===== config.mk =====
export PLATFORM = sky130hd
export DESIGN_NAME = aes_host_seq_flat
export DESIGN_NICKNAME = d
export VERILOG_FILES = /design/src/common/aes_reg_pkg.sv /design/src/common/apb_if.sv /design/src/hdl/aes_host_seq.sv /design/src/flat_wrapper.sv
export VERILOG_INCLUDE_DIRS = /design/src /design/src/common
export SDC_FILE = /design/constraint.sdc
export NUM_CORES = 1
export LEC_CHECK = 0
export ABC_AREA = 1
export BUFFER_PORTS_ARGS = -buffer_cell sky130_fd_sc_hd__buf_2
export CAP_MARGIN = 20
export CORE_MARGIN = 8
export CORE_UTILIZATION = 25
export DETAILED_ROUTE_END_ITERATION = 8
export GPL_TIMING_DRIVEN = 0
export PLACE_DENSITY = 0.57
export SLEW_MARGIN = 10
export SYNTH_ARGS = -nofsm -noshare
export SYNTH_HDL_FRONTEND = slang
export SYNTH_SLANG_ARGS = --single-unit

===== constraint.sdc =====
create_clock -name clk_i -period 1.6 [get_ports clk_i]
set_input_delay 0.32 -clock clk_i [delete_from_list [all_inputs] [get_ports clk_i]]
set_output_delay 0.32 -clock clk_i [all_outputs]
set_load 0.01 [all_outputs]

===== src/common/aes_wrap_config.svh =====
/*
 * Shared widths, round count and register map of the AES wrapper
 * CTRL field encodings and STATUS bit positions
 */
`ifndef AES_WRAP_CONFIG_SVH
`define AES_WRAP_CONFIG_SVH

`define AES_DATA_W      32
`define AES_BLOCK_W     128
`define AES_KEY_W       128
`define AES_NUM_ROUNDS  10
`define APB_ADDR_W      8

// Register offsets, data words are 4 bytes apart
`define AES_CTRL_OFFSET    8'h00
`define AES_STATUS_OFFSET  8'h04
`define AES_DATA_IN_BASE   8'h10
`define AES_DATA_OUT_BASE  8'h20

`define AES_MODE_ECB     6'b00_0001
`define AES_KEY_LEN_128  3'b001

`define AES_STATUS_IDLE_BIT       0
`define AES_STATUS_OUT_VALID_BIT  3

`endif


===== src/common/aes_reg_pkg.sv =====
/*
 * Register map types
 * CTRL and STATUS layouts, register address
 */
`include "aes_wrap_config.svh"

package aes_reg_pkg;

  typedef logic [`APB_ADDR_W-1:0] reg_addr_t;

  // Shadowed control word
  typedef struct packed {
    logic [`AES_DATA_W-11:0] reserved;  // 31:10
    logic                    sideload;  // Key comes from the sideload port
    logic [2:0]              key_len;
    logic [5:0]              mode;
  } ctrl_reg_t;

  // Status word, field positions follow the bit defines
  typedef struct packed {
    logic [`AES_DATA_W-1:`AES_STATUS_OUT_VALID_BIT+2]          reserved_hi;
    logic                                                      input_ready;
    logic                                                      output_valid;
    logic [`AES_STATUS_OUT_VALID_BIT-1:`AES_STATUS_IDLE_BIT+1] reserved_lo;
    logic                                                      idle;
  } status_reg_t;

endpackage


===== src/common/apb_if.sv =====
/*
 * APB bus between the host sequencer and the register block
 */
`timescale 1ns/1ps
`include "aes_wrap_config.svh"

interface apb_if;
  aes_reg_pkg::reg_addr_t  paddr;
  logic                    psel;
  logic                    penable;
  logic                    pwrite;
  logic [`AES_DATA_W-1:0]  pwdata;
  logic [`AES_DATA_W-1:0]  prdata;
  logic                    pready;
  logic                    pslverr;

  modport master (output paddr, psel, penable, pwrite, pwdata,
                  input  prdata, pready, pslverr);
  modport slave  (input  paddr, psel, penable, pwrite, pwdata,
                  output prdata, pready, pslverr);
endinterface


===== src/hdl/aes_host_seq.sv =====
/*
 * Host sequencer, APB master
 * Waits for idle, writes CTRL twice, feeds a block, reads the result
 */
`timescale 1ns/1ps
`include "aes_wrap_config.svh"

module aes_host_seq (
  input  logic                   clk_i,
  input  logic                   rst_ni,
  input  logic [`AES_BLOCK_W-1:0] data_in_i,
  apb_if.master                  apb,
  output logic [`AES_BLOCK_W-1:0] data_out_o,
  output logic                   done_o
);

  typedef enum logic [2:0] {
    S_POLL_IDLE,
    S_WR_CTRL,
    S_WR_DATA,
    S_POLL_DONE,
    S_RD_DATA,
    S_FINISH
  } seq_state_e;

  typedef enum logic [1:0] {PH_GAP, PH_SETUP, PH_ACCESS} apb_phase_e;

  seq_state_e                  state_q;
  apb_phase_e                  phase_q;
  aes_reg_pkg::ctrl_reg_t      ctrl_word;
  aes_reg_pkg::status_reg_t    status;
  logic [3:0][`AES_DATA_W-1:0] data_out_q;
  logic [1:0]                  word_q;
  logic                        ctrl_cnt_q, done_q, xfer_done;

  assign xfer_done = (phase_q == PH_ACCESS) & apb.pready;
  assign status    = apb.prdata;

  always_comb begin
    ctrl_word          = '0;
    ctrl_word.mode     = `AES_MODE_ECB;
    ctrl_word.key_len  = `AES_KEY_LEN_128;
    ctrl_word.sideload = 1'b1;
  end

  // Address and data follow the state, the phase gives the handshake
  always_comb begin : bus_drive
    apb.psel    = (phase_q != PH_GAP);
    apb.penable = (phase_q == PH_ACCESS);
    apb.pwrite  = 1'b0;
    apb.paddr   = `AES_STATUS_OFFSET;
    apb.pwdata  = '0;
    case (state_q)
      S_WR_CTRL: begin
        apb.pwrite = 1'b1;
        apb.paddr  = `AES_CTRL_OFFSET;
        apb.pwdata = ctrl_word;
      end
      S_WR_DATA: begin
        apb.pwrite = 1'b1;
        apb.paddr  = `AES_DATA_IN_BASE + {word_q, 2'b00};
        apb.pwdata = data_in_i[`AES_DATA_W*word_q +: `AES_DATA_W];
      end
      S_RD_DATA: apb.paddr = `AES_DATA_OUT_BASE + {word_q, 2'b00};
      default: ;
    endcase
  end

  // Setup, access, one idle cycle; no transfers once finished
  always_ff @(posedge clk_i or negedge rst_ni) begin
    if (!rst_ni) begin
      phase_q <= PH_GAP;
    end else begin
      case (phase_q)
        PH_GAP:    if (state_q != S_FINISH) phase_q <= PH_SETUP;
        PH_SETUP:  phase_q <= PH_ACCESS;
        PH_ACCESS: if (apb.pready) phase_q <= PH_GAP;
        default:   phase_q <= PH_GAP;
      endcase
    end
  end

  always_ff @(posedge clk_i or negedge rst_ni) begin
    if (!rst_ni) begin
      state_q    <= S_POLL_IDLE;
      ctrl_cnt_q <= 1'b0;
      word_q     <= '0;
      done_q     <= 1'b0;
      data_out_q <= '0;
    end else if (xfer_done) begin
      case (state_q)
        S_POLL_IDLE: if (status.idle) begin
          state_q    <= S_WR_CTRL;
          ctrl_cnt_q <= 1'b0;
        end
        S_WR_CTRL: begin
          ctrl_cnt_q <= 1'b1;
          if (ctrl_cnt_q) state_q <= S_WR_DATA;  // Second write commits the shadow
        end
        S_WR_DATA: begin
          word_q <= word_q + 2'd1;
          if (word_q == 2'd3) state_q <= S_POLL_DONE;
        end
        S_POLL_DONE: if (status.idle && status.output_valid) state_q <= S_RD_DATA;
        S_RD_DATA: begin
          data_out_q[word_q] <= apb.prdata;
          word_q             <= word_q + 2'd1;
          if (word_q == 2'd3) begin
            state_q <= S_FINISH;
            done_q  <= 1'b1;
          end
        end
        default: state_q <= S_POLL_IDLE;
      endcase
    end
  end

  assign data_out_o = data_out_q;
  assign done_o     = done_q;

endmodule


===== src/flat_wrapper.sv =====
// flat-port wrapper written by rule: the top's interface ports become plain ports
module aes_host_seq_flat 
  (clk_i, rst_ni, data_in_i, data_out_o, done_o, apb_paddr, apb_psel, apb_penable, apb_pwrite, apb_pwdata, apb_prdata, apb_pready, apb_pslverr);
  apb_if apb_i ();
  input  logic clk_i;
  input  logic rst_ni;
  input  logic [`AES_BLOCK_W-1:0] data_in_i;
  output logic [`AES_BLOCK_W-1:0] data_out_o;
  output logic done_o;
  output wire logic [$bits(apb_i.paddr)-1:0] apb_paddr;
  output wire logic [$bits(apb_i.psel)-1:0] apb_psel;
  output wire logic [$bits(apb_i.penable)-1:0] apb_penable;
  output wire logic [$bits(apb_i.pwrite)-1:0] apb_pwrite;
  output wire logic [$bits(apb_i.pwdata)-1:0] apb_pwdata;
  input wire logic [$bits(apb_i.prdata)-1:0] apb_prdata;
  input wire logic [$bits(apb_i.pready)-1:0] apb_pready;
  input wire logic [$bits(apb_i.pslverr)-1:0] apb_pslverr;
  assign apb_paddr = apb_i.paddr;
  assign apb_psel = apb_i.psel;
  assign apb_penable = apb_i.penable;
  assign apb_pwrite = apb_i.pwrite;
  assign apb_pwdata = apb_i.pwdata;
  assign apb_i.prdata = apb_prdata;
  assign apb_i.pready = apb_pready;
  assign apb_i.pslverr = apb_pslverr;
  aes_host_seq u_core (.clk_i(clk_i), .rst_ni(rst_ni), .data_in_i(data_in_i), .apb(apb_i), .data_out_o(data_out_o), .done_o(done_o));
endmodule

* After elaboration in Yosys (flattened, before gate mapping)
Cells that the tools add are included.
** Word-level totals
- Register bits :: 137
- Latch bits :: 0
- RAM bits :: 0
- ROM bits :: 0
- Input port bits :: 164
- Output and inout port bits :: 172
- Logic and storage cells :: 62
- Memories :: 0
** Operators by class
- $add $sub $neg :: 3
- Multiply operators :: 0
- Div/mod/pow operators :: 0
- $lt $le $gt $ge :: 2
- Equal/unequal tests :: 15
- Shift operators :: 1
- Multiplexer cells :: 17
- Bitwise gates (word level) :: 1
- Reductions and logical operators :: 14
** Operators by type and width (count)
- $bwmux W128 :: 1
- $shiftx A128 B8 Y32 :: 1
- $demux W32 S2 :: 1
- $pmux W32 S2 :: 1
- $mux W32 :: 1
- $pmux W8 S3 :: 1
- $mux W3 :: 5
- $pmux W3 S5 :: 1
- $ne A2 B1 Y1 const B :: 6
- $add A6 B4 Y7 const A :: 1
- $add A5 B4 Y6 const A :: 1
- $eq A3 B2 Y1 const B :: 2
- $pmux W2 S3 :: 1
- $reduce_and A2 Y1 :: 3
- $reduce_and A3 Y1 :: 2
- $reduce_and A6 Y1 :: 1
- $eq A2 B2 Y1 const B :: 2
- $mux W2 :: 2
- $reduce_bool A2 Y1 :: 2
- $reduce_or A2 Y1 :: 2
- $eq A3 B1 Y1 const B :: 1
- $eq A3 B3 Y1 const B :: 1
- $logic_not A3 Y1 :: 1
- $lt A2 B3 Y1 const B :: 1
- 10 further kinds :: 12

* Logic depth before layout (Yosys ltp)
Gate-level depths: netlist (run 1).
- Word-level depth :: 5
- Gate-level depth with buffers :: 10
- Depth with buffers taken out :: 8

* Worst setup path after synthesis (run 1)
OpenSTA, ideal clock, no wires.
- Path type :: reg2reg
- From :: register u_core.word_q[0]
- To :: register u_core.data_out_q, in the netlist u_core.data_out_o[0]
- Arrival time :: 1.586 ns
- Data required time :: 1.472 ns
- Slack :: -0.114 ns
- Stages on the path, launching flop included :: 9
- Path buffers :: 3
- Period minus slack after synthesis :: 1.714 ns
- Cells stage by stage :: dfrtp_1 inv_2 clkbuf_1 clkbuf_1 ha_1 nand2_4 buf_2 nand2_1 o21ai_0
** On the way
- Longest elaborated chain between the ends :: 5
- Elaborated cells on any way between the ends :: 6
** Ends and longest elaborated chain
- start, declared :: RTL line aes_host_seq.sv:33 : logic [1:0] word_q;
- start signal, assigned :: RTL line aes_host_seq.sv:101 : word_q <= word_q + 2'd1;
- start signal, assigned :: RTL line aes_host_seq.sv:107 : word_q <= word_q + 2'd1;
- $lt A2 B3 Y1 (not written as such) or $ge A2 B1 Y1 (tied branches) :: RTL line aes_host_seq.sv:106 : data_out_q[word_q] <= apb.prdata;
- $logic_and A1 B1 Y1 (not written as such) :: RTL line aes_host_seq.sv:106
- $mux W32 (not written as such) :: RTL line aes_host_seq.sv:106
- $demux W32 S2 (*)
- $bwmux W128 (*) :: RTL line aes_host_seq.sv:106
- end signal, assigned by index :: RTL line aes_host_seq.sv:106
- end, declared :: RTL line aes_host_seq.sv:32 : logic [3:0][`AES_DATA_W-1:0] data_out_q;
Every way passes the cells marked *; elsewhere a longest branch is shown, timed or not.
A chain may end at the register's enable or synchronous reset.

* Worst setup path after layout (run 1)
- From :: register u_core.word_q[0]
- To :: output apb_pwdata[25]
** On the way
- Longest elaborated chain between the ends :: 2
** Ends and longest elaborated chain
- $shiftx A128 B8 Y32 :: RTL line aes_host_seq.sv:62 : apb.pwdata = data_in_i[`AES_DATA_W*word_q +: `AES_DATA_W];
- $pmux W32 S2 :: RTL line aes_host_seq.sv:53 : case (state_q)
- end, declared :: RTL line flat_wrapper.sv:14 : output wire logic [$bits(apb_i.pwdata)-1:0] apb_pwdata;
No other way between the ends.

==> results.json, run 1 <==
{
  "status": "finished, violations left",
  "violations": "setup timing",
  "drive_above_1_share": 0.638,
  "ant_nets": 0,
  "grt_pass1_vias": 7748,
  "hold_viol_final": 0,
  "netlist_instances": 780,
  "tritoncts": "done",
  "synth_warnings": 0,
  "regToRegSetupSlack_ns": -0.38,
  "coreArea_um2": 25700,
  "rr_startpoint": "u_core.state_q[0]",
  "syn_avg_cell_area_um2": 8.28,
  "clkSinkCount": 137,
  "grt_overflow_total": 0,
  "cp.required_ns": 1.28,
  "fin_tns_setup_ns": -54.84,
  "yosysTopAreaCell": "dfrtp_1",
  "insertion_delay_ns": 0.42,
  "synth_cell_types": 27,
  "fp-row-count": 59,
  "reg2reg_to": "u_core.data_out_o[106]",
  "dr_total_vias": 7321,
  "worst_pin_slew_ns": 0.532,
  "avgRoutedWirePerCell_um": 20.9,
  "cts_buffers": 17,
  "htree_levels": 4,
  "grt_pass1_wl_mm": 47.4,
  "dieArea_um2": 31200,
  "ys_seq_area_frac": 0.531,
  "slew_viol_final": 0,
  "power_density_nw_per_um2": 1520,
  "cp-start-kind": "register",
  "internal-power_w": 0.0111,
  "viasPerCell": 4.69,
  "min_from": "apb_pready",
  "fin_area_um2": 12200,
  "place_congestion": 0.868,
  "finalClockSkew_ns": 0.00856,
  "clk_pin_slew_ns": 0.06,
  "hold_path_depth": 4,
  "comb_power_share": 0.509,
  "die_h_um": 177,
  "fin_crit_ns": 2.12,
  "fill_cells": 2443,
  "grt_max_degree": 71,
  "syn_area_um2": 6460,
  "syn_to_final_growth_pct": 88.6,
  "drtPass1Iterations": 5,
  "drt-total-wl_mm": 32.7,
  "io_buffer_count": 330,
  "sw_frac_of_total": 0.402,
  "gr-usage-all-layers": 0.200,
  "clock_power_share": 0.215,
  "fp.dieW_um": 177,
  "arrival_ns": 1.80,
  "utilization": 0.474,
  "critPathKind": "register to output pin",
  "layout_commonest_cell": "buf_2",
  "detail_route.drc_violations": 0,
  "fin_crit_sh": 1.33,
  "max_freq_mhz": 471,
  "rsz0062_at_grt": "yes",
  "clk_path_buf_depth": 2,
  "mostFrequentLayoutCells": "buf_2, dfrtp_1, o21ai_2",
  "grt_antenna_before_repair": 2,
  "setup_viol": 166,
  "min_path_type": "primary input to register",
  "setup_ws_ns": -0.522,
  "leakage_nw": 6.18,
  "endpoint_kind": "output pin",
  "seqPwrFrac": 0.277,
  "drtIter0Drc": 370,
  "max_cap_violations": 0,
  "reg2reg_depth": 12,
  "vdd_ir_drop_max_v": 0.000891,
  "dp_hpwl_mm": 22.7,
  "yosys-top-cells-area": "dfrtp_1, o21ai_0, nand2_1",
  "start_util": 0.251,
  "p_switching_w": 0.00746,
  "min_to": "u_core.phase_q[1]",
  "num_io_pins": 336,
  "synth_top_area_share": 0.531,
  "synth_seq_cells": 137,
  "pre_cts_ws_ns": -0.556,
  "final_nets": 1380,
  "postPlaceCellArea_um2": 8580,
  "cp_max_fo": 8,
  "slew_headroom": 0.645,
  "clockRootBuffer": "clkbuf_16"
}
## layer usage
layer	wire, µm	up-vias	track usage	share of wire
li1	-	3425	-	-
met1	12100	3520	0.221	0.37
met2	17100	320	0.352	0.52
met3	2220	56	0.0506	0.068
met4	1250	0	0.100	0.038
met5	0	-	0	0
## flip-flops by register name, indices dropped and copies added (netlist names)
name               flops
u_core.ctrl_cnt_q      1
u_core.data_out_o    128
u_core.done_o          1
u_core.phase_q         2
u_core.state_q         3
u_core.word_q          2
## power groups by stage
stage,Clock (W),Sequential [W],Combinational [W]
6_report,0.00398,0.00513,0.00944
5_1_grt,0.00420,0.00523,0.0102
4_1_cts,0.00406,0.00493,0.00837
3_5_place_dp,0,0.00496,0.00598
3_3_place_gp,0,0.00495,0.00592
2_1_floorplan,0,0.00526,0.00299
## timing repair
item / 4_1_cts / 5_1_grt
setup buffers: 37 / 11
setup endpoints to repair: 170 / 168
endpoints found under the hold margin: 67 / 0
resized for setup: 420 / 257
gates cloned: 27 / 7
hold buffers: 1 / 0
pin swaps: 36 / 37
## stage by stage
stage / total power [W] / instances / hold slack (ns)
6_report: 0.0186 / 1562 / 0.199
5_1_grt: 0.0196 / 1562 / 0.212
4_1_cts: 0.0174 / 1546 / 0.187
3_5_place_dp: 0.0109 / 1449 / 0.317
3_3_place_gp: 0.0109 / 1448 / 0.446
2_1_floorplan: 0.00825 / 783 / 0.0244
## synth_stat cells (all sizes together)
library cell and count:
clkinv 1, nand2 155, xor2 1, nand4 2
clkbuf 18, o21ai 193, a31oi 2, buf 36
nand3 9, a21oi 33, ha 4, dfrtp 137
nor2 136, inv 50, o22ai 1, a21boi 1
conb 1
## kinds of logic after synthesis
family / count (synthesis) / synth area share
AOI/OAI and AO/OA: 230 / 0.193
xor gates and xnor gates: 1 / 0.00136
adders and majority gates: 4 / 0.00775
buffers and inverters: 105 / 0.0764
DFF: 137 / 0.531
other: 1 / 0.000581
and+or+nand+nor: 302 / 0.190
## worst max-delay path by stage
stage | start | endpoint | slack, ns | cells after the start
after global placement | rst_ni | u_core.data_out_o[0] | -1.82 | 1
after floorplan | u_core.word_q[0] | apb_pwdata[10] | 0.003 | 6
after detailed placement | u_core.word_q[1] | apb_pwdata[25] | -0.56 | 7
final | u_core.word_q[0] | apb_pwdata[25] | -0.52 | 7
after global routing | u_core.word_q[0] | apb_pwdata[20] | -0.58 | 7
after CTS | u_core.word_q[0] | apb_pwdata[27] | -0.48 | 7
## layout make-up
type	instances	area, µm²	share of cell area
diodes	2	5.00	0.000411
plain buffers	54	818	0.0672
clock buffers	18	429	0.0353
clock inverters	14	164	0.0135
inverters	51	221	0.0182
multi-input cells	546	3800	0.312
flip-flops and latches	137	3430	0.282
well taps	335	419	0.0344
repair buffers	405	2890	0.237
## critical path: stages, from the launching register on
cell and delay (ns):
dfrtp_2 0.45, buf_12 0.17, buf_8 0.15, nor2_2 0.06, nor2_4 0.07, o21ai_2 0.07
a21oi_2 0.23, buf_2 0.18
No activity file was read; power rests on OpenSTA's default activity.
==> run 2, diff against run 1 <==
- ABC_AREA: 1 -> unset
- CTS_CLUSTER_SIZE: unset -> 12
==> run 2 against run 1 <==
Against the previous run: the run still ends with setup timing left; sequential cell count is the same; sequential share of layout area grew 3.0 points; sequential power up 20%; global-route usage fell by 5.8 points; first-iteration DRC count is 38% lower; via count shrank 29%; critical path depth fell by 2; area after synthesis is 1.1% higher; worst setup slack worse by 0.20 ns; largest power group unchanged.
==> results.json, run 2 <==
{
  "status": "finished, violations left",
  "violations": "setup timing",
  "arrival_ns": 2.01,
  "endpoint_kind": "output pin",
  "finalClockSkew_ns": 0.00855,
  "clockRootBuffer": "clkbuf_16",
  "postPlaceCellArea_um2": 8740,
  "dp_hpwl_mm": 16.7,
  "place_congestion": 0.802,
  "mostFrequentLayoutCells": "buf_2, dfrtp_1, mux2_4",
  "grt_pass1_wl_mm": 34.2,
  "syn_area_um2": 6530,
  "fin_tns_setup_ns": -61.42,
  "gr-usage-all-layers": 0.143,
  "ant_nets": 0,
  "vdd_ir_drop_max_v": 0.000865,
  "drt-total-wl_mm": 23.8,
  "yosys-top-cells-area": "dfrtp_1, mux2_2, mux4_2",
  "rsz0062_at_grt": "yes",
  "pre_cts_ws_ns": -0.678,
  "htree_levels": 4,
  "dieArea_um2": 31500,
  "hold_path_depth": 2,
  "clkSinkCount": 137,
  "cp.required_ns": 1.28,
  "detail_route.drc_violations": 0,
  "synth.cells.most_frequent": "dfrtp_1, mux2_2, mux4_2, and3_1, mux2_4",
  "dr_total_vias": 5215,
  "worst_pin_slew_ns": 0.528,
  "holdWs_ns": 0.188,
  "max_cap_violations": 0,
  "max_freq_mhz": 430,
  "synth_edf_count": 0,
  "cp_max_fo": 7,
  "min_path_type": "primary input to register",
  "avgRoutedWirePerCell_um": 20.4,
  "drtPass1Iterations": 4,
  "drive_above_1_share": 0.793,
  "syn_avg_cell_area_um2": 15.7,
  "num_io_pins": 336,
  "slew_viol_final": 0,
  "clk_pin_slew_ns": 0.06,
  "fp-row-count": 59,
  "hold_viol_final": 0,
  "insertion_delay_ns": 0.41,
  "critPathKind": "register to output pin",
  "antenna_cells": 0,
  "grt_overflow_total": 0,
  "grt_pass1_vias": 5982,
  "start_util": 0.253,
  "layout_commonest_cell": "buf_2",
  "reg2reg_depth": 8,
  "io_buffer_count": 330,
  "grt_antenna_before_repair": 0,
  "tritoncts": "done",
  "yosysMostFrequentCell": "dfrtp_1",
  "synth-async-reset-ratio": 1.00,
  "grt_max_degree": 105,
  "yosysTopAreaCell": "dfrtp_1",
  "leakage_nw": 5.79,
  "viasPerCell": 4.47,
  "cts_buffers": 17,
  "setup_ws_ns": -0.726,
  "p_total_w": 0.0202,
  "internal-power_w": 0.0133,
  "seqPwrFrac": 0.304,
  "cp-start-kind": "register",
  "ys_seq_area_frac": 0.525,
  "fp.dieW_um": 178,
  "power_density_nw_per_um2": 1840,
  "netlist_instances": 416,
  "syn_to_final_growth_pct": 68.3,
  "fin_crit_sh": 1.45,
  "p_switching_w": 0.00691,
  "setup_viol": 168,
  "slew_headroom": 0.648,
  "synth_warnings": 0,
  "clock_power_share": 0.192,
  "sw_frac_of_total": 0.341,
  "ys.flop_type": "dfrtp_1",
  "fin_crit_ns": 2.33,
  "clk_path_buf_depth": 2,
  "final_nets": 987,
  "synth_seq_cells": 137,
  "comb_power_share": 0.504,
  "largest_reg_flops": 128,
  "synth_top_area_share": 0.525,
  "die_h_um": 178,
  "synth_cell_types": 33,
  "fin_area_um2": 11000,
  "drtIter0Drc": 231,
  "coreArea_um2": 25800
}
-- run 2: area by class of cell --
class | instances | area (µm²)
Sequential cell | 137 | 3430
Inverter | 4 | 25.0
Fill cell | 2395 | 14900
Clock inverter | 13 | 146
Timing Repair Buffer | 380 | 2620
Multi-Input combinational cell | 246 | 3450
Tap cell | 335 | 419
Buffer | 33 | 472
Clock buffer | 18 | 429
-- run 2: layer usage --
layer | GRT usage | vias to the layer above | part of all wire
met5 | 0 | - | 0
met1 | 0.151 | 2615 | 0.38
met4 | 0.0570 | 0 | 0.025
met3 | 0.0498 | 26 | 0.080
met2 | 0.256 | 235 | 0.51
li1 | - | 2339 | -
-- run 2: final timing paths --
kind,start,end,slack (ns)
worst max-delay path,u_core.word_q[0],apb_pwdata[11],-0.73
worst min-delay path,apb_prdata[12],u_core.data_out_o[108],0.19
worst max register to register,u_core.word_q[0],u_core.data_out_o[85],-0.38
worst min register to register,u_core.done_o,u_core.done_o,0.48
max in group asynchronous,rst_ni,u_core.data_out_o[72],0.42
min in group asynchronous,rst_ni,u_core.data_out_o[55],0.37
-- run 2: cell families (layout without fill, tap and decap cells) --
| family | after synthesis | in the layout | share of synthesized area |
|---|---|---|---|
| compound gates | 12 | 12 | 0.0115 |
| xor+xnor | 2 | 2 | 0.00268 |
| fa+ha+maj | 4 | 4 | 0.00767 |
| buf+inv | 37 | 448 | 0.0397 |
| flops | 137 | 137 | 0.525 |
| mux | 165 | 165 | 0.356 |
| other cells | 1 | 4 | 0.000574 |
| simple gates | 58 | 59 | 0.0565 |
-- run 2: worst max-delay path: stages (launching register included) --
cell and delay, ns:
dfrtp_1 0.40, buf_12 0.18, buf_12 0.13, mux4_2 0.55
and3_4 0.20, buf_6 0.11
-- run 2: power by group through the flow --
stage	Sequential (W)	Clock, W	Combinational [W]
after detailed placement	0.00612	0	0.00794
after CTS	0.00607	0.00402	0.00893
final	0.00615	0.00389	0.0102
after floorplan	0.00681	0	0.00396
after global placement	0.00610	0	0.00784
after global routing	0.00639	0.00417	0.0109
-- run 2: stage by stage --
stage          std cells  utilization
4_1_cts             1150        0.393
6_report            1166        0.425
3_3_place_gp        1084        0.337
5_1_grt             1166        0.425
3_5_place_dp        1085        0.338
2_1_floorplan        419            -
-- run 2: repair_timing --
item / in CTS / in global routing
cloned: 10 / 7
endpoints found under the setup margin: 170 / 169
resized for setup: 81 / 147
hold buffers: 1 / 0
pin swaps: 12 / 19
setup buffers: 23 / 13
hold endpoints to repair: 33 / 0
