<file path="src/common/aes_wrap_config.svh">
/*
 * Shared widths, round count and register map of the AES wrapper
 * CTRL field encodings and STATUS bit positions
 */
`ifndef AES_WRAP_CONFIG_SVH
`define AES_WRAP_CONFIG_SVH

`define AES_DATA_W      32
`define AES_BLOCK_W     128
`define AES_KEY_W       128
`define AES_NUM_ROUNDS  10
`define APB_ADDR_W      8

// Register offsets, data words are 4 bytes apart
`define AES_CTRL_OFFSET    8'h00
`define AES_STATUS_OFFSET  8'h04
`define AES_DATA_IN_BASE   8'h10
`define AES_DATA_OUT_BASE  8'h20

`define AES_MODE_ECB     6'b00_0001
`define AES_KEY_LEN_128  3'b001

`define AES_STATUS_IDLE_BIT       0
`define AES_STATUS_OUT_VALID_BIT  3

`endif

</file>
<file path="src/common/aes_pkg.sv">
/*
 * Cipher data types
 * State union with byte and column views, key type
 */
`include "aes_wrap_config.svh"

package aes_pkg;

  // FIPS-197 order: byte 0 sits in the most significant bits,
  // column c holds bytes 4c to 4c+3
  typedef union packed {
    logic [0:`AES_BLOCK_W/8-1][7:0]             bytes;  // SubBytes, ShiftRows
    logic [0:`AES_BLOCK_W/`AES_DATA_W-1][31:0]  cols;   // MixColumns, AddRoundKey
  } aes_state_u;

  typedef logic [`AES_KEY_W-1:0] aes_key_t;

endpackage

</file>
<file path="src/common/aes_reg_pkg.sv">
/*
 * Register map types
 * CTRL and STATUS layouts, register address
 */
`include "aes_wrap_config.svh"

package aes_reg_pkg;

  typedef logic [`APB_ADDR_W-1:0] reg_addr_t;

  // Shadowed control word
  typedef struct packed {
    logic [`AES_DATA_W-11:0] reserved;  // 31:10
    logic                    sideload;  // Key comes from the sideload port
    logic [2:0]              key_len;
    logic [5:0]              mode;
  } ctrl_reg_t;

  // Status word, field positions follow the bit defines
  typedef struct packed {
    logic [`AES_DATA_W-1:`AES_STATUS_OUT_VALID_BIT+2]          reserved_hi;
    logic                                                      input_ready;
    logic                                                      output_valid;
    logic [`AES_STATUS_OUT_VALID_BIT-1:`AES_STATUS_IDLE_BIT+1] reserved_lo;
    logic                                                      idle;
  } status_reg_t;

endpackage

</file>
<file path="src/common/apb_if.sv">
/*
 * APB bus between the host sequencer and the register block
 */
`timescale 1ns/1ps
`include "aes_wrap_config.svh"

interface apb_if;
  aes_reg_pkg::reg_addr_t  paddr;
  logic                    psel;
  logic                    penable;
  logic                    pwrite;
  logic [`AES_DATA_W-1:0]  pwdata;
  logic [`AES_DATA_W-1:0]  prdata;
  logic                    pready;
  logic                    pslverr;

  modport master (output paddr, psel, penable, pwrite, pwdata,
                  input  prdata, pready, pslverr);
  modport slave  (input  paddr, psel, penable, pwrite, pwdata,
                  output prdata, pready, pslverr);
endinterface

</file>
<file path="src/hdl/aes_reg_block.sv">
/*
 * APB register block of the AES wrapper
 * Shadowed CTRL, STATUS, data-in and data-out words, start control
 */
`timescale 1ns/1ps
`include "aes_wrap_config.svh"

module aes_reg_block (
  input  logic                clk_i,
  input  logic                rst_ni,
  apb_if.slave                apb,
  output logic                start_o,
  output aes_pkg::aes_state_u data_o,
  input  aes_pkg::aes_state_u result_i,
  input  logic                busy_i,
  input  logic                valid_i
);

  aes_reg_pkg::reg_addr_t     word_base;
  aes_reg_pkg::ctrl_reg_t     ctrl_q, shadow_q, wr_ctrl;
  aes_reg_pkg::status_reg_t   status;
  logic [1:0]                 word_idx;
  logic [3:0][`AES_DATA_W-1:0] din_q, dout_q;
  logic                       wr_en, rd_en, ctrl_sel, din_sel, dout_sel;
  logic                       shadow_armed_q, start_q, out_valid_q, cfg_ok;

  // No wait states, no error responses
  assign apb.pready  = 1'b1;
  assign apb.pslverr = 1'b0;

  assign wr_en     = apb.psel & apb.penable & apb.pwrite;
  assign rd_en     = apb.psel & apb.penable & ~apb.pwrite;
  assign word_base = {apb.paddr[`APB_ADDR_W-1:4], 4'h0};
  assign word_idx  = apb.paddr[3:2];
  assign ctrl_sel  = (apb.paddr == `AES_CTRL_OFFSET);
  assign din_sel   = (word_base == `AES_DATA_IN_BASE);
  assign dout_sel  = (word_base == `AES_DATA_OUT_BASE);
  assign wr_ctrl   = apb.pwdata;

  // Only ECB with a sideloaded 128-bit key may run
  assign cfg_ok = (ctrl_q.mode == `AES_MODE_ECB) && (ctrl_q.key_len == `AES_KEY_LEN_128) &&
                  ctrl_q.sideload;

  always_comb begin
    status              = '0;
    status.idle         = ~busy_i & ~start_q;
    status.input_ready  = ~busy_i;
    status.output_valid = out_valid_q;
  end

  always_comb begin : read_mux
    apb.prdata = '0;
    if (ctrl_sel) begin
      apb.prdata = ctrl_q;
    end else if (apb.paddr == `AES_STATUS_OFFSET) begin
      apb.prdata = status;
    end else if (dout_sel) begin
      apb.prdata = dout_q[word_idx];
    end
  end

  // CTRL commits on the second of two matching writes in a row
  always_ff @(posedge clk_i or negedge rst_ni) begin
    if (!rst_ni) begin
      ctrl_q         <= '0;
      shadow_q       <= '0;
      shadow_armed_q <= 1'b0;
    end else if (wr_en && ctrl_sel) begin
      if (shadow_armed_q && (wr_ctrl == shadow_q)) begin
        ctrl_q         <= wr_ctrl;
        shadow_armed_q <= 1'b0;
      end else begin
        shadow_q       <= wr_ctrl;  // Mismatch starts a new pair
        shadow_armed_q <= 1'b1;
      end
    end else if (wr_en) begin
      shadow_armed_q <= 1'b0;
    end
  end

  always_ff @(posedge clk_i or negedge rst_ni) begin
    if (!rst_ni) begin
      start_q     <= 1'b0;
      out_valid_q <= 1'b0;
    end else begin
      start_q <= wr_en & din_sel & (word_idx == 2'd3) & cfg_ok;
      if (valid_i) begin
        out_valid_q <= 1'b1;
      end else if (rd_en && dout_sel && word_idx == 2'd3) begin
        out_valid_q <= 1'b0;  // Last word collected
      end
    end
  end

  always_ff @(posedge clk_i) begin
    if (wr_en && din_sel) din_q[word_idx] <= apb.pwdata;
    if (valid_i) dout_q <= result_i;
  end

  assign start_o = start_q;
  assign data_o  = din_q;

endmodule

</file>
<file path="src/flat_wrapper.sv">
// flat-port wrapper written by rule: the top's interface ports become plain ports
module aes_reg_block_flat 
  (clk_i, rst_ni, start_o, data_o, result_i, busy_i, valid_i, apb_paddr, apb_psel, apb_penable, apb_pwrite, apb_pwdata, apb_prdata, apb_pready, apb_pslverr);
  apb_if apb_i ();
  input  logic clk_i;
  input  logic rst_ni;
  output logic start_o;
  output aes_pkg::aes_state_u data_o;
  input  aes_pkg::aes_state_u result_i;
  input  logic busy_i;
  input  logic valid_i;
  input wire logic [$bits(apb_i.paddr)-1:0] apb_paddr;
  input wire logic [$bits(apb_i.psel)-1:0] apb_psel;
  input wire logic [$bits(apb_i.penable)-1:0] apb_penable;
  input wire logic [$bits(apb_i.pwrite)-1:0] apb_pwrite;
  input wire logic [$bits(apb_i.pwdata)-1:0] apb_pwdata;
  output wire logic [$bits(apb_i.prdata)-1:0] apb_prdata;
  output wire logic [$bits(apb_i.pready)-1:0] apb_pready;
  output wire logic [$bits(apb_i.pslverr)-1:0] apb_pslverr;
  assign apb_i.paddr = apb_paddr;
  assign apb_i.psel = apb_psel;
  assign apb_i.penable = apb_penable;
  assign apb_i.pwrite = apb_pwrite;
  assign apb_i.pwdata = apb_pwdata;
  assign apb_prdata = apb_i.prdata;
  assign apb_pready = apb_i.pready;
  assign apb_pslverr = apb_i.pslverr;
  aes_reg_block u_core (.clk_i(clk_i), .rst_ni(rst_ni), .apb(apb_i), .start_o(start_o), .data_o(data_o), .result_i(result_i), .busy_i(busy_i), .valid_i(valid_i));
endmodule
</file>
<file path="config.mk">
export PLATFORM = sky130hd
export DESIGN_NAME = aes_reg_block_flat
export DESIGN_NICKNAME = d
export VERILOG_FILES = /design/src/common/aes_pkg.sv /design/src/common/aes_reg_pkg.sv /design/src/common/apb_if.sv /design/src/hdl/aes_reg_block.sv /design/src/flat_wrapper.sv
export VERILOG_INCLUDE_DIRS = /design/src /design/src/common
export SDC_FILE = /design/constraint.sdc
export NUM_CORES = 1
export LEC_CHECK = 0
export BUFFER_PORTS_ARGS = -buffer_cell sky130_fd_sc_hd__buf_4
export CAP_MARGIN = 20
export CORE_UTILIZATION = 47
export DETAILED_ROUTE_END_ITERATION = 8
export PLACE_DENSITY_LB_ADDON = 0.2
export SLEW_MARGIN = 20
export SYNTH_ARGS = -nofsm -noshare
export SYNTH_HDL_FRONTEND = slang
export SYNTH_SLANG_ARGS = --single-unit
export TNS_END_PERCENT = 30
</file>
<file path="constraint.sdc">
create_clock -name clk_i -period 3.58 [get_ports clk_i]
set_input_delay 1.074 -clock clk_i [delete_from_list [all_inputs] [get_ports clk_i]]
set_output_delay 1.074 -clock clk_i [all_outputs]
set_load 0.1 [all_outputs]
</file>
=== Word level (Yosys, flattened, before mapping) ===
Cells that the tools add are included.

* Reduce and logical (&&, ||, !) cells: 13
* $lt $le $gt $ge: 2
* Mux-type cells: 13
* Bitwise logic cells: 11
* Equal/unequal tests: 7

{| class="wikitable"
|+ Operator list
! kind !! number
|-
| 32-bit two-way mux || 5
|-
| 128-bit bitwise mux || 1
|-
| 32-bit binary-select mux with 2-bit select || 1
|-
| 32-bit demux with 2-bit select || 1
|-
| 32-bit equality test || 1
|-
| 8-bit by 3-bit equality test with 1-bit output, second input constant || 1
|-
| 1-bit logical AND || 8
|-
| 8-bit logical NOT || 1
|-
| 1-bit bitwise AND || 7
|-
| 6-bit by 1-bit equality test with 1-bit output, second input constant || 1
|-
| 1-bit two-way mux || 5
|-
| 4-bit by 1-bit equality test with 1-bit output, second input constant || 1
|-
| 4-bit by 2-bit equality test with 1-bit output, second input constant || 1
|-
| 1-bit NOT || 4
|-
| 2-bit AND reduction || 2
|-
| 2-bit nonzero test || 2
|-
| 3-bit by 1-bit equality test with 1-bit output, second input constant || 1
|-
| 2-bit by 3-bit < comparator with 1-bit output, second input constant || 1
|-
| 2-bit equality test, second input constant || 1
|-
| 2-bit by 1-bit greater-or-equal comparator with 1-bit output, second input constant || 1
|}

* Bits of input ports: 175
* Output and inout bits: 163
* Register bits: 323
* Logic and storage cells: 65

=== Logic depth before layout (Yosys ltp) ===
Gate-level depths: netlist of the first run.

* Word-level depth: 6
* Mapped depth: 7
* Gate-level depth less buffers: 6

=== Worst setup path after synthesis of the first run ===
OpenSTA, ideal clock, no wires.

* Kind: input-to-output
* Start: input port apb_paddr[3]
* End: output port apb_prdata[0]
* Cell stages on the path: 4
* Path slack: -1806 ps
* Path buffers: 1
* Required time: 2506 ps
* Arrival: 4312 ps
* Cell sequence: buf_6 or4_4 or4_4 o21ai_0

* Longest elaborated chain between the ends: 5
* Elaborated cells on any way between the ends: 7
* Those cells by class: eq/ne (1); mux (5); reduce/logical (1)

{| class="wikitable"
|+ Ends and longest elaborated chain
! element !! line !! text
|-
| start, declared || flat_wrapper.sv:12 || <nowiki>input wire logic [$bits(apb_i.paddr)-1:0] apb_paddr;</nowiki>
|-
| 32-bit binary-select mux with 2-bit select || aes_reg_block.sv:58 || <nowiki>apb.prdata = dout_q[word_idx];</nowiki>
|-
| 32-bit two-way mux (implied by the code) || aes_reg_block.sv:58 ||
|-
| 32-bit two-way mux || aes_reg_block.sv:57 || <nowiki>end else if (dout_sel) begin</nowiki>
|-
| 32-bit two-way mux || aes_reg_block.sv:55 || <nowiki>end else if (apb.paddr == `AES_STATUS_OFFSET) begin</nowiki>
|-
| 32-bit two-way mux (*) || aes_reg_block.sv:53 || <nowiki>if (ctrl_sel) begin</nowiki>
|-
| end, declared || flat_wrapper.sv:17 || <nowiki>output wire logic [$bits(apb_i.prdata)-1:0] apb_prdata;</nowiki>
|}

Every way passes the cells marked *; elsewhere a longest branch is shown, timed or not. The select of a mux whose other input is x is not followed.

=== Worst setup path in the final report of the first run ===
* Start: input port apb_paddr[0]
* End: output port apb_prdata[10]

* Longest elaborated chain between the ends: 3
* Elaborated cells on any way between the ends: 4
* Those cells by class: eq/ne (1); mux (2); reduce/logical (1)

{| class="wikitable"
|+ Ends and longest elaborated chain
! element !! line
|-
| 8-bit by 3-bit equality test with 1-bit output (no line) || --
|-
| 32-bit two-way mux || aes_reg_block.sv:55
|-
| 32-bit two-way mux (*) || aes_reg_block.sv:53
|}

Every way passes the cells marked *; elsewhere a longest branch is shown, timed or not.

==> results of run 1 <==
-- worst reg2reg max path: stages (launching register included) --
cell,delay [ns]
dfrtp_1,0.40
xnor2_1,0.19
nand4_1,0.13
nor3_1,0.21
nand3_1,0.28
nor3_4,0.25
buf_4,0.36
mux2_2,0.41
-- layout make-up --
type	instances	area, µm²
flip-flops and latches	323	9360
fillers	1662	7960
repair buffers	365	3270
multi-input cells	228	2580
clock buffers	44	835
well taps	324	405
clock inverters	14	151
inverters	8	30.0
diodes	1	2.50
-- state kept, by name, summed over array words and instances (netlist names) --
| signal | cells |
|---|---|
| u_core.shadow_armed_q | 1 |
| u_core.data_o | 128 |
| u_core.dout_q | 128 |
| u_core.shadow_q | 32 |
| u_core.ctrl_q | 32 |
| u_core.start_o | 1 |
| u_core.out_valid_q | 1 |
-- logic make-up after synthesis --
family / share of synthesized area, %
other: 0.0629
DFF: 78.4
buffers and inverters: 1.58
AOI/OAI and AO/OA: 2.94
muxes: 12.2
and+or+nand+nor: 2.97
xor gates and xnor gates: 1.83
-- layout by cell type (no fill, tap or decap), types with 3 or more instances in the layout --
cell and instances:
mux2_2 61, inv_1 8, a22o_1 15, a21oi_1 3, edfxtp_1 256, dfrtp_1 67
nor3_1 6, clkbuf_1 12, bufinv_16 3, nor2_1 3, mux4_2 32, nand2_1 11
clkinv_2 5, nand2b_1 12, buf_12 42, a22o_4 14, xor2_1 8, nor4_1 5
clkbuf_16 31, nand4_1 7, mux2i_1 3, buf_4 321, clkinv_1 3, nand3_1 6
xnor2_1 17
-- routing by layer --
layer,global-route usage (%),part of all wire [%],vias to the layer above
met2,34.3,49,297
met3,5.03,6.6,62
met4,8.83,3.6,0
li1,-,-,3075
met1,27.9,41,3326
met5,0,0,-
-- per-stage QoR --
| step | util [%] | setup TNS [ns] | instance area [µm²] | hold slack (ns) | total power, mW |
|---|---|---|---|---|---|
| detailed placement | 61.4 | -15.73 | 15100 | 0.472 | 4.85 |
| floorplan | - | -100.29 | 12000 | 0.449 | 4.53 |
| global placement | 61.4 | -15.36 | 15100 | 0.463 | 4.84 |
| finish | 67.6 | -12.55 | 16600 | 0.485 | 7.94 |
| CTS | 67.2 | -12.27 | 16500 | 0.485 | 8.02 |
| global route | 67.6 | -13.33 | 16600 | 0.520 | 8.20 |
-- where the power goes --
part / total [mW] / switching, mW / internal, mW
sequential: 4.23 / 0.0335 / 4.20
clock: 3.14 / 1.31 / 1.84
combinational: 0.570 / 0.296 / 0.274
-- repair_timing --
item / 4_1_cts / 5_1_grt
pin swaps: 9 / 5
gates resized for setup: 101 / 13
endpoints found under the setup margin: 32 / 32
hold buffers: 0 / 0
-- final timing paths --
kind | from | end | slack, ns | cells past startpoint
setup / recovery | apb_paddr[0] | apb_prdata[10] | -0.47 | 7
hold / removal | u_core.out_valid_q$_DFFE_PN0P_ | u_core.out_valid_q$_DFFE_PN0P_ | 0.49 | 1
setup reg to reg | u_core.shadow_q[1]$_DFFE_PN0P_ | u_core.ctrl_q[20]$_DFFE_PN0P_ | 1.23 | 7
hold reg to reg | u_core.out_valid_q$_DFFE_PN0P_ | u_core.out_valid_q$_DFFE_PN0P_ | 0.49 | 1
max in group asynchronous | rst_ni | u_core.start_o$_DFF_PN0_ | 2.38 | 1
min in group asynchronous | rst_ni | u_core.ctrl_q[10]$_DFFE_PN0P_ | 0.62 | 1
==> results.yml, run 1 <==
synthesis:
  ys_types: 38
  synth_cells: 582
  synth.top_cell.area_share_pct: 64.3
  async_flop_share_pct: 20.7
  syn_area_mm2: 0.0119
  ys_top_cells_by_area: "edfxtp_1, dfrtp_1, mux4_2"
  synth_edf_count: 256
  yosys.area.top_type: "edfxtp_1"
  synth_common_cells: "edfxtp_1, dfrtp_1, mux2_2, mux4_2, a22o_1"
  postSynthNetCount: 757
  synth.yosys.seq_area_share_pct: 78.4
  synth_warnings: 0
  syn_area_per_cell_um2: 20.5
  synth-main-ff-cell: "edfxtp_1"
  synth-seq-cells: 323
  synthMostInstantiatedCell: "edfxtp_1"
worst_setup_path:
  cp_cell_sequence: "buf_6 -> or4_4 -> or4_4 -> nor2_4 -> buf_12 -> a22o_1 -> buf_12"
  cp-start-kind: "primary input"
  cpMaxStageDelayCell: "or4_4"
  slowest_delay_ns: 0.52
  timing.critical_path.fanout_max: 20
  path_buf_inv: 3
  cp_top_family: "simple AND/OR/NAND/NOR gates"
  worst-setup-path-type: "in2out"
  cp.required_ns: 2.51
  worstSetupEndpointType: "output pin"
  cp.arrival_ns: 2.98
global_route:
  first_global_vias: 6863
  grt_max_degree: 68
  grt-ovfl-total: 0
  grt_pass1_wl_um: 41100
  antenna_found_initial: 0
  grtUsageTotal_pct: 21.2
sta:
  drv_slew: 0
  final-setup-viol-count: 32
  period_share_pct: 113
  tightest_slew_ns: 0.855
  slew_headroom_pct: 43.0
  max_freq_ghz: 0.247
  hold_viol: 0
  finClkSkew_ns: 0.0116
  finalWorstSetupSlack_ns: -0.469
  rsz0062_at_grt: "yes"
  period_minus_slack_ns: 4.05
job:
  maxCapViolations: 0
placed_design:
  gp_congestion: 0.825
  pre_cts_slack_ns: -0.525
  io_buffers: 335
  dp_hpwl_um: 19400
  dp_cells: 1248
clock_tree:
  cts_setup_buffers: 0
  cts_buffers: 31
  clock_tree.buffer_depth: 3
  cts_tree: "done"
  numClockSinks: 323
  clk_latency_ns: 0.55
  cts_max_level: 1
  clkTransAtPathRegs_ns: 0.06
  cts-root-buf: "clkbuf_16"
layout:
  drive_above_1_share_pct: 53.8
  stdcell_count: 1307
  synthToLayoutAreaGrowth_pct: 39.3
  nets: 1132
floorplanning:
  die_y_um: 161
  io_pins: 338
  coreArea_mm2: 0.0246
  dieWidth_um: 161
  die-area_mm2: 0.0261
  fp-row-count: 57
  start_util_pct: 48.6
detailed_routing:
  via_count: 6760
  wl_per_cell_um: 21.2
  routed_via_density: 5.17
  drc_errors: 0
  first_iter_violations: 392
  ant_nets: 0
  dr.pass1.iters: 5
  wl_um: 27700
hold_path:
  hp-class: "reg2reg"
power_and_ir_drop:
  p_leak_nw: 6.75
  p_per_area_mw_per_mm2: 477
  vdd_drop_max_v: 0.000542
run_status:
  violations: "negative setup slack"
  run_status: "finished with violations"
No activity file was read; power rests on OpenSTA's default activity.
==> inputs of run 2 (changes only) <==
- CORE_MARGIN: unset -> 5
==> results.yml, run 2 (synthesized netlist as in run 1, its figures left out) <==
worst_setup_path:
  worst-setup-path-type: "in2out"
  cp.arrival_ns: 2.93
  cpMaxStageDelayCell: "or4_4"
  worstSetupEndpointType: "output pin"
  timing.critical_path.fanout_max: 16
  path_buf_inv: 3
  slowest_delay_ns: 0.52
  cp_cell_sequence: "buf_6 -> or4_4 -> or4_4 -> nor2_4 -> buf_12 -> a22o_1 -> buf_12"
  cp_top_family: "simple AND/OR/NAND/NOR gates"
  cp.required_ns: 2.51
  cp-start-kind: "primary input"
floorplanning:
  io_pins: 338
  dieWidth_um: 169
  start_util_pct: 47.6
  die-area_mm2: 0.0287
  fp-row-count: 58
  coreArea_mm2: 0.0251
  die_y_um: 169
global_route:
  grt_pass1_wl_um: 44600
  antenna_found_initial: 0
  grt-ovfl-total: 0
  first_global_vias: 7194
  grtUsageTotal_pct: 20.7
  grt_max_degree: 68
sta:
  drv_slew: 0
  fin_setup_tns_ns: -11.93
  slew_headroom_pct: 42.5
  finalWorstSetupSlack_ns: -0.422
  final-setup-viol-count: 32
  period_share_pct: 112
  finClkSkew_ns: 0.0158
  period_minus_slack_ns: 4.00
  hold_viol: 0
  rsz0062_at_grt: "yes"
  tightest_slew_ns: 0.862
  max_freq_ghz: 0.250
  whs_ns: 0.482
clock_tree:
  numClockSinks: 323
  clk_latency_ns: 0.50
  cts_tree: "done"
  cts_buffers: 34
  cts_max_level: 2
  cts-root-buf: "clkbuf_16"
  clkTransAtPathRegs_ns: 0.06
  ctsHoldBuffers: 0
  clock_tree.buffer_depth: 3
power_and_ir_drop:
  switchingPower_mw: 1.73
  clkPwrFrac_pct: 42.7
  p_leak_nw: 6.83
  switching_share_pct: 20.6
  p_per_area_mw_per_mm2: 499
  vdd_drop_max_v: 0.000374
  seqPwrFrac_pct: 50.3
  p_total_mw: 8.40
  comb_power_share_pct: 6.9
  intPower_mw: 6.67
detailed_routing:
  wl_um: 30100
  wl_per_cell_um: 22.9
  ant_nets: 0
  first_iter_violations: 420
  dr.pass1.iters: 4
  via_count: 6833
  drc_errors: 0
  routed_via_density: 5.20
layout:
  diodes: 0
  nets: 1135
  final_common_cell: "buf_4"
  regArea_mm2: 0.00936
  layout_common_cells: "buf_4, edfxtp_1, dfrtp_1"
  multi_input_area_mm2: 0.00258
  drive_above_1_share_pct: 54.6
  synthToLayoutAreaGrowth_pct: 41.1
  post-route-util_pct: 67.1
  fill_cells: 1725
run_status:
  violations: "negative setup slack"
  run_status: "finished with violations"
job:
  maxCapViolations: 0
hold_path:
  hp-class: "reg2reg"
placed_design:
  pre_cts_slack_ns: -0.597
  io_buffers: 335
  gp_congestion: 0.844
  dp_hpwl_um: 21300
[run 2: through the flow]
stage,area (µm²),cells
after floorplan,12000,582
after detailed placement,15100,1251
after global placement,15100,1251
after CTS,16700,1312
final,16900,1315
after global routing,16900,1315
[run 2: path summary, 6_finish.rpt]
check                           cells after the start                              to                            start  slack (ns)
worst min register to register                      1  u_core.out_valid_q$_DFFE_PN0P_   u_core.out_valid_q$_DFFE_PN0P_        0.48
worst max register to register                      6   u_core.ctrl_q[26]$_DFFE_PN0P_  u_core.shadow_q[18]$_DFFE_PN0P_        1.23
worst min-delay path                                1  u_core.out_valid_q$_DFFE_PN0P_   u_core.out_valid_q$_DFFE_PN0P_        0.48
max in group asynchronous                           1    u_core.ctrl_q[0]$_DFFE_PN0P_                           rst_ni        2.33
worst max-delay path                                7                  apb_prdata[21]                     apb_paddr[0]       -0.42
min in group asynchronous                           1   u_core.ctrl_q[15]$_DFFE_PN0P_                           rst_ni        0.67
[run 2: cell type report]
type,count,area share (%)
flip-flops and latches,323,55.6
repair buffers,365,19.6
multi-input cells,228,15.3
clock buffers,42,5.47
well taps,330,2.45
clock inverters,19,1.39
inverters,8,0.178
[run 2: worst reg2reg max path, cell delays in order, from the launching register on]
cell and delay, ns:
dfrtp_1 0.38, xor2_1 0.16, nor4_1 0.46, nand3_1 0.31, nor3_4 0.29, buf_12 0.24
mux2_2 0.39
[run 2: metal layers]
layer	global-route usage, %	wire length (µm)	vias to the layer above
met3	5.36	2160	53
met5	0	0	-
met4	5.78	695	0
li1	-	-	3072
met1	26.4	11800	3415
met2	35.7	15500	293
[run 2: power groups by stage]
stage                     logic (mW)  registers [mW]  clock network (mW)
after detailed placement       0.550            4.30                   0
after global routing           0.617            4.24                3.84
after global placement         0.548            4.30                   0
final                          0.583            4.23                3.59
after floorplan                0.211            4.31                   0
after CTS                      0.578            4.23                3.68
[run 2: repair_timing]
| action | in CTS | in global routing |
|---|---|---|
| setup buffers | 0 | 3 |
| pin swaps | 15 | 0 |
| resized for setup | 103 | 14 |
| endpoints found under the setup margin | 32 | 32 |
==> inputs of run 3 (changes only) <==
- CORE_UTILIZATION: 47 -> 52
- clock period: 3.58 -> 3.7 ns (I/O delays scaled with it)
==> results.yml, run 3 (synthesized netlist as in run 1, its figures left out) <==
layout:
  final_common_cell: "buf_4"
  postLayoutCellArea_mm2: 0.0168
  layout_common_cells: "buf_4, edfxtp_1, dfrtp_1"
  stdcell_count: 1271
  post-route-util_pct: 74.2
  synthToLayoutAreaGrowth_pct: 40.6
  drive_above_1_share_pct: 54.9
  nets: 1136
  fill_cells: 1318
  diodes: 0
worst_setup_path:
  timing.critical_path.fanout_max: 4
  r2r_start: "u_core.shadow_q[6]$_DFFE_PN0P_"
  cp.required_ns: 2.59
  cp-start-kind: "primary input"
  worstSetupEndpointType: "output pin"
  worst-setup-path-type: "in2out"
  r2r_cells: 7
  r2r_slack_ns: 1.33
  cp.arrival_ns: 2.97
  crit_start: "apb_paddr[0]"
  r2r-end: "u_core.ctrl_q[1]$_DFFE_PN0P_"
sta:
  finClkSkew_ns: 0.00734
  final-setup-viol-count: 32
  max_freq_ghz: 0.245
  whs_ns: 0.511
  period_share_pct: 110
  slew_headroom_pct: 43.9
  period_minus_slack_ns: 4.08
  fin_setup_tns_ns: -10.03
  finalWorstSetupSlack_ns: -0.384
  tightest_slew_ns: 0.841
  drv_slew: 0
  hold_viol: 0
  rsz0062_at_grt: "yes"
floorplanning:
  fp-row-count: 55
  dieWidth_um: 162
  start_util_pct: 52.8
  die_y_um: 162
  coreArea_mm2: 0.0226
  io_pins: 338
  die-area_mm2: 0.0261
power_and_ir_drop:
  p_leak_nw: 6.88
  vdd_drop_max_v: 0.000455
  p_total_mw: 8.11
  p_per_area_mw_per_mm2: 483
clock_tree:
  numClockSinks: 323
  cts_max_level: 2
  cts_tree: "done"
  cts_buffers: 34
  clkTransAtPathRegs_ns: 0.06
  cts-root-buf: "clkbuf_16"
  clock_tree.buffer_depth: 3
  clk_latency_ns: 0.49
global_route:
  grtUsageTotal_pct: 23.4
  first_global_vias: 7643
  antenna_found_initial: 1
  grt-ovfl-total: 0
  grt_max_degree: 68
  grt_pass1_wl_um: 46200
detailed_routing:
  dr.pass1.iters: 5
  wl_um: 31000
  via_count: 7016
  routed_via_density: 5.52
  wl_per_cell_um: 24.4
  drc_errors: 0
  first_iter_violations: 498
  ant_nets: 0
hold_path:
  worst_hold_startpoint: "u_core.shadow_q[0]$_DFFE_PN0P_"
  min_to: "u_core.shadow_q[0]$_DFFE_PN0P_"
  hold_depth: 1
  hp-class: "reg2reg"
placed_design:
  gp_congestion: 0.888
  dp_hpwl_um: 22000
  dpl_cell_area_mm2: 0.0150
  pre_cts_slack_ns: -0.543
  io_buffers: 335
  dp_cells: 1205
run_status:
  run_status: "finished with violations"
  violations: "negative setup slack"
job:
  maxCapViolations: 0
[run 3: changes by cell type in the layout (fill, tap and decap cells not counted), sizes merged]
cell,before,now
inv,10,9
clkinv,10,8
clkbuf,42,45
buf,365,366
[run 3: routing by layer]
layer  share of wire [%]  track usage (%)  routed length [µm]  vias up
li1                    -                -                   -     3074
met1                  38             29.3               11700     3520
met2                  51             40.6               15900      358
met3                 8.2             6.07                2560       62
met4                 2.7             6.94                 844        2
met5               0.042                0                  13        -
[run 3: cell type report]
type	count	area [µm²]	area share [%]
clock buffers	45	933	5.56
clock inverters	16	208	1.24
inverters	8	30.0	0.179
multi-input cells	228	2650	15.7
flip-flops and latches	323	9360	55.7
well taps	285	357	2.12
repair buffers	366	3260	19.4
[run 3: repair_timing]
action                                  4_1_cts  5_1_grt
endpoints found under the setup margin       32       32
setup buffers                                 4        1
pin swaps                                    19        9
resized for setup                           111       14
hold buffers                                  0        0
[run 3: where the power goes]
part	total (mW)	internal (mW)	leakage (nW)	switching, mW
clock	3.44	2.13	0.550	1.32
combinational	0.568	0.266	3.00	0.302
sequential	4.10	4.06	3.33	0.0370
[run 3: worst max-delay path, cell delays in order]
cell	delay, ns
buf_6	0.09
or4_4	0.53
or4_4	0.46
nor2_4	0.14
buf_6	0.13
buf_4	0.12
a22o_1	0.19
buf_12	0.19
[run 3: worst max-delay path by stage]
stage,endpoint,depth (start not counted)
floorplan,u_core.data_o[32]$_DFFE_PP_,3
global placement,apb_prdata[9],7
detailed placement,apb_prdata[13],7
CTS,apb_prdata[9],8
global route,apb_prdata[3],8
finish,apb_prdata[10],8
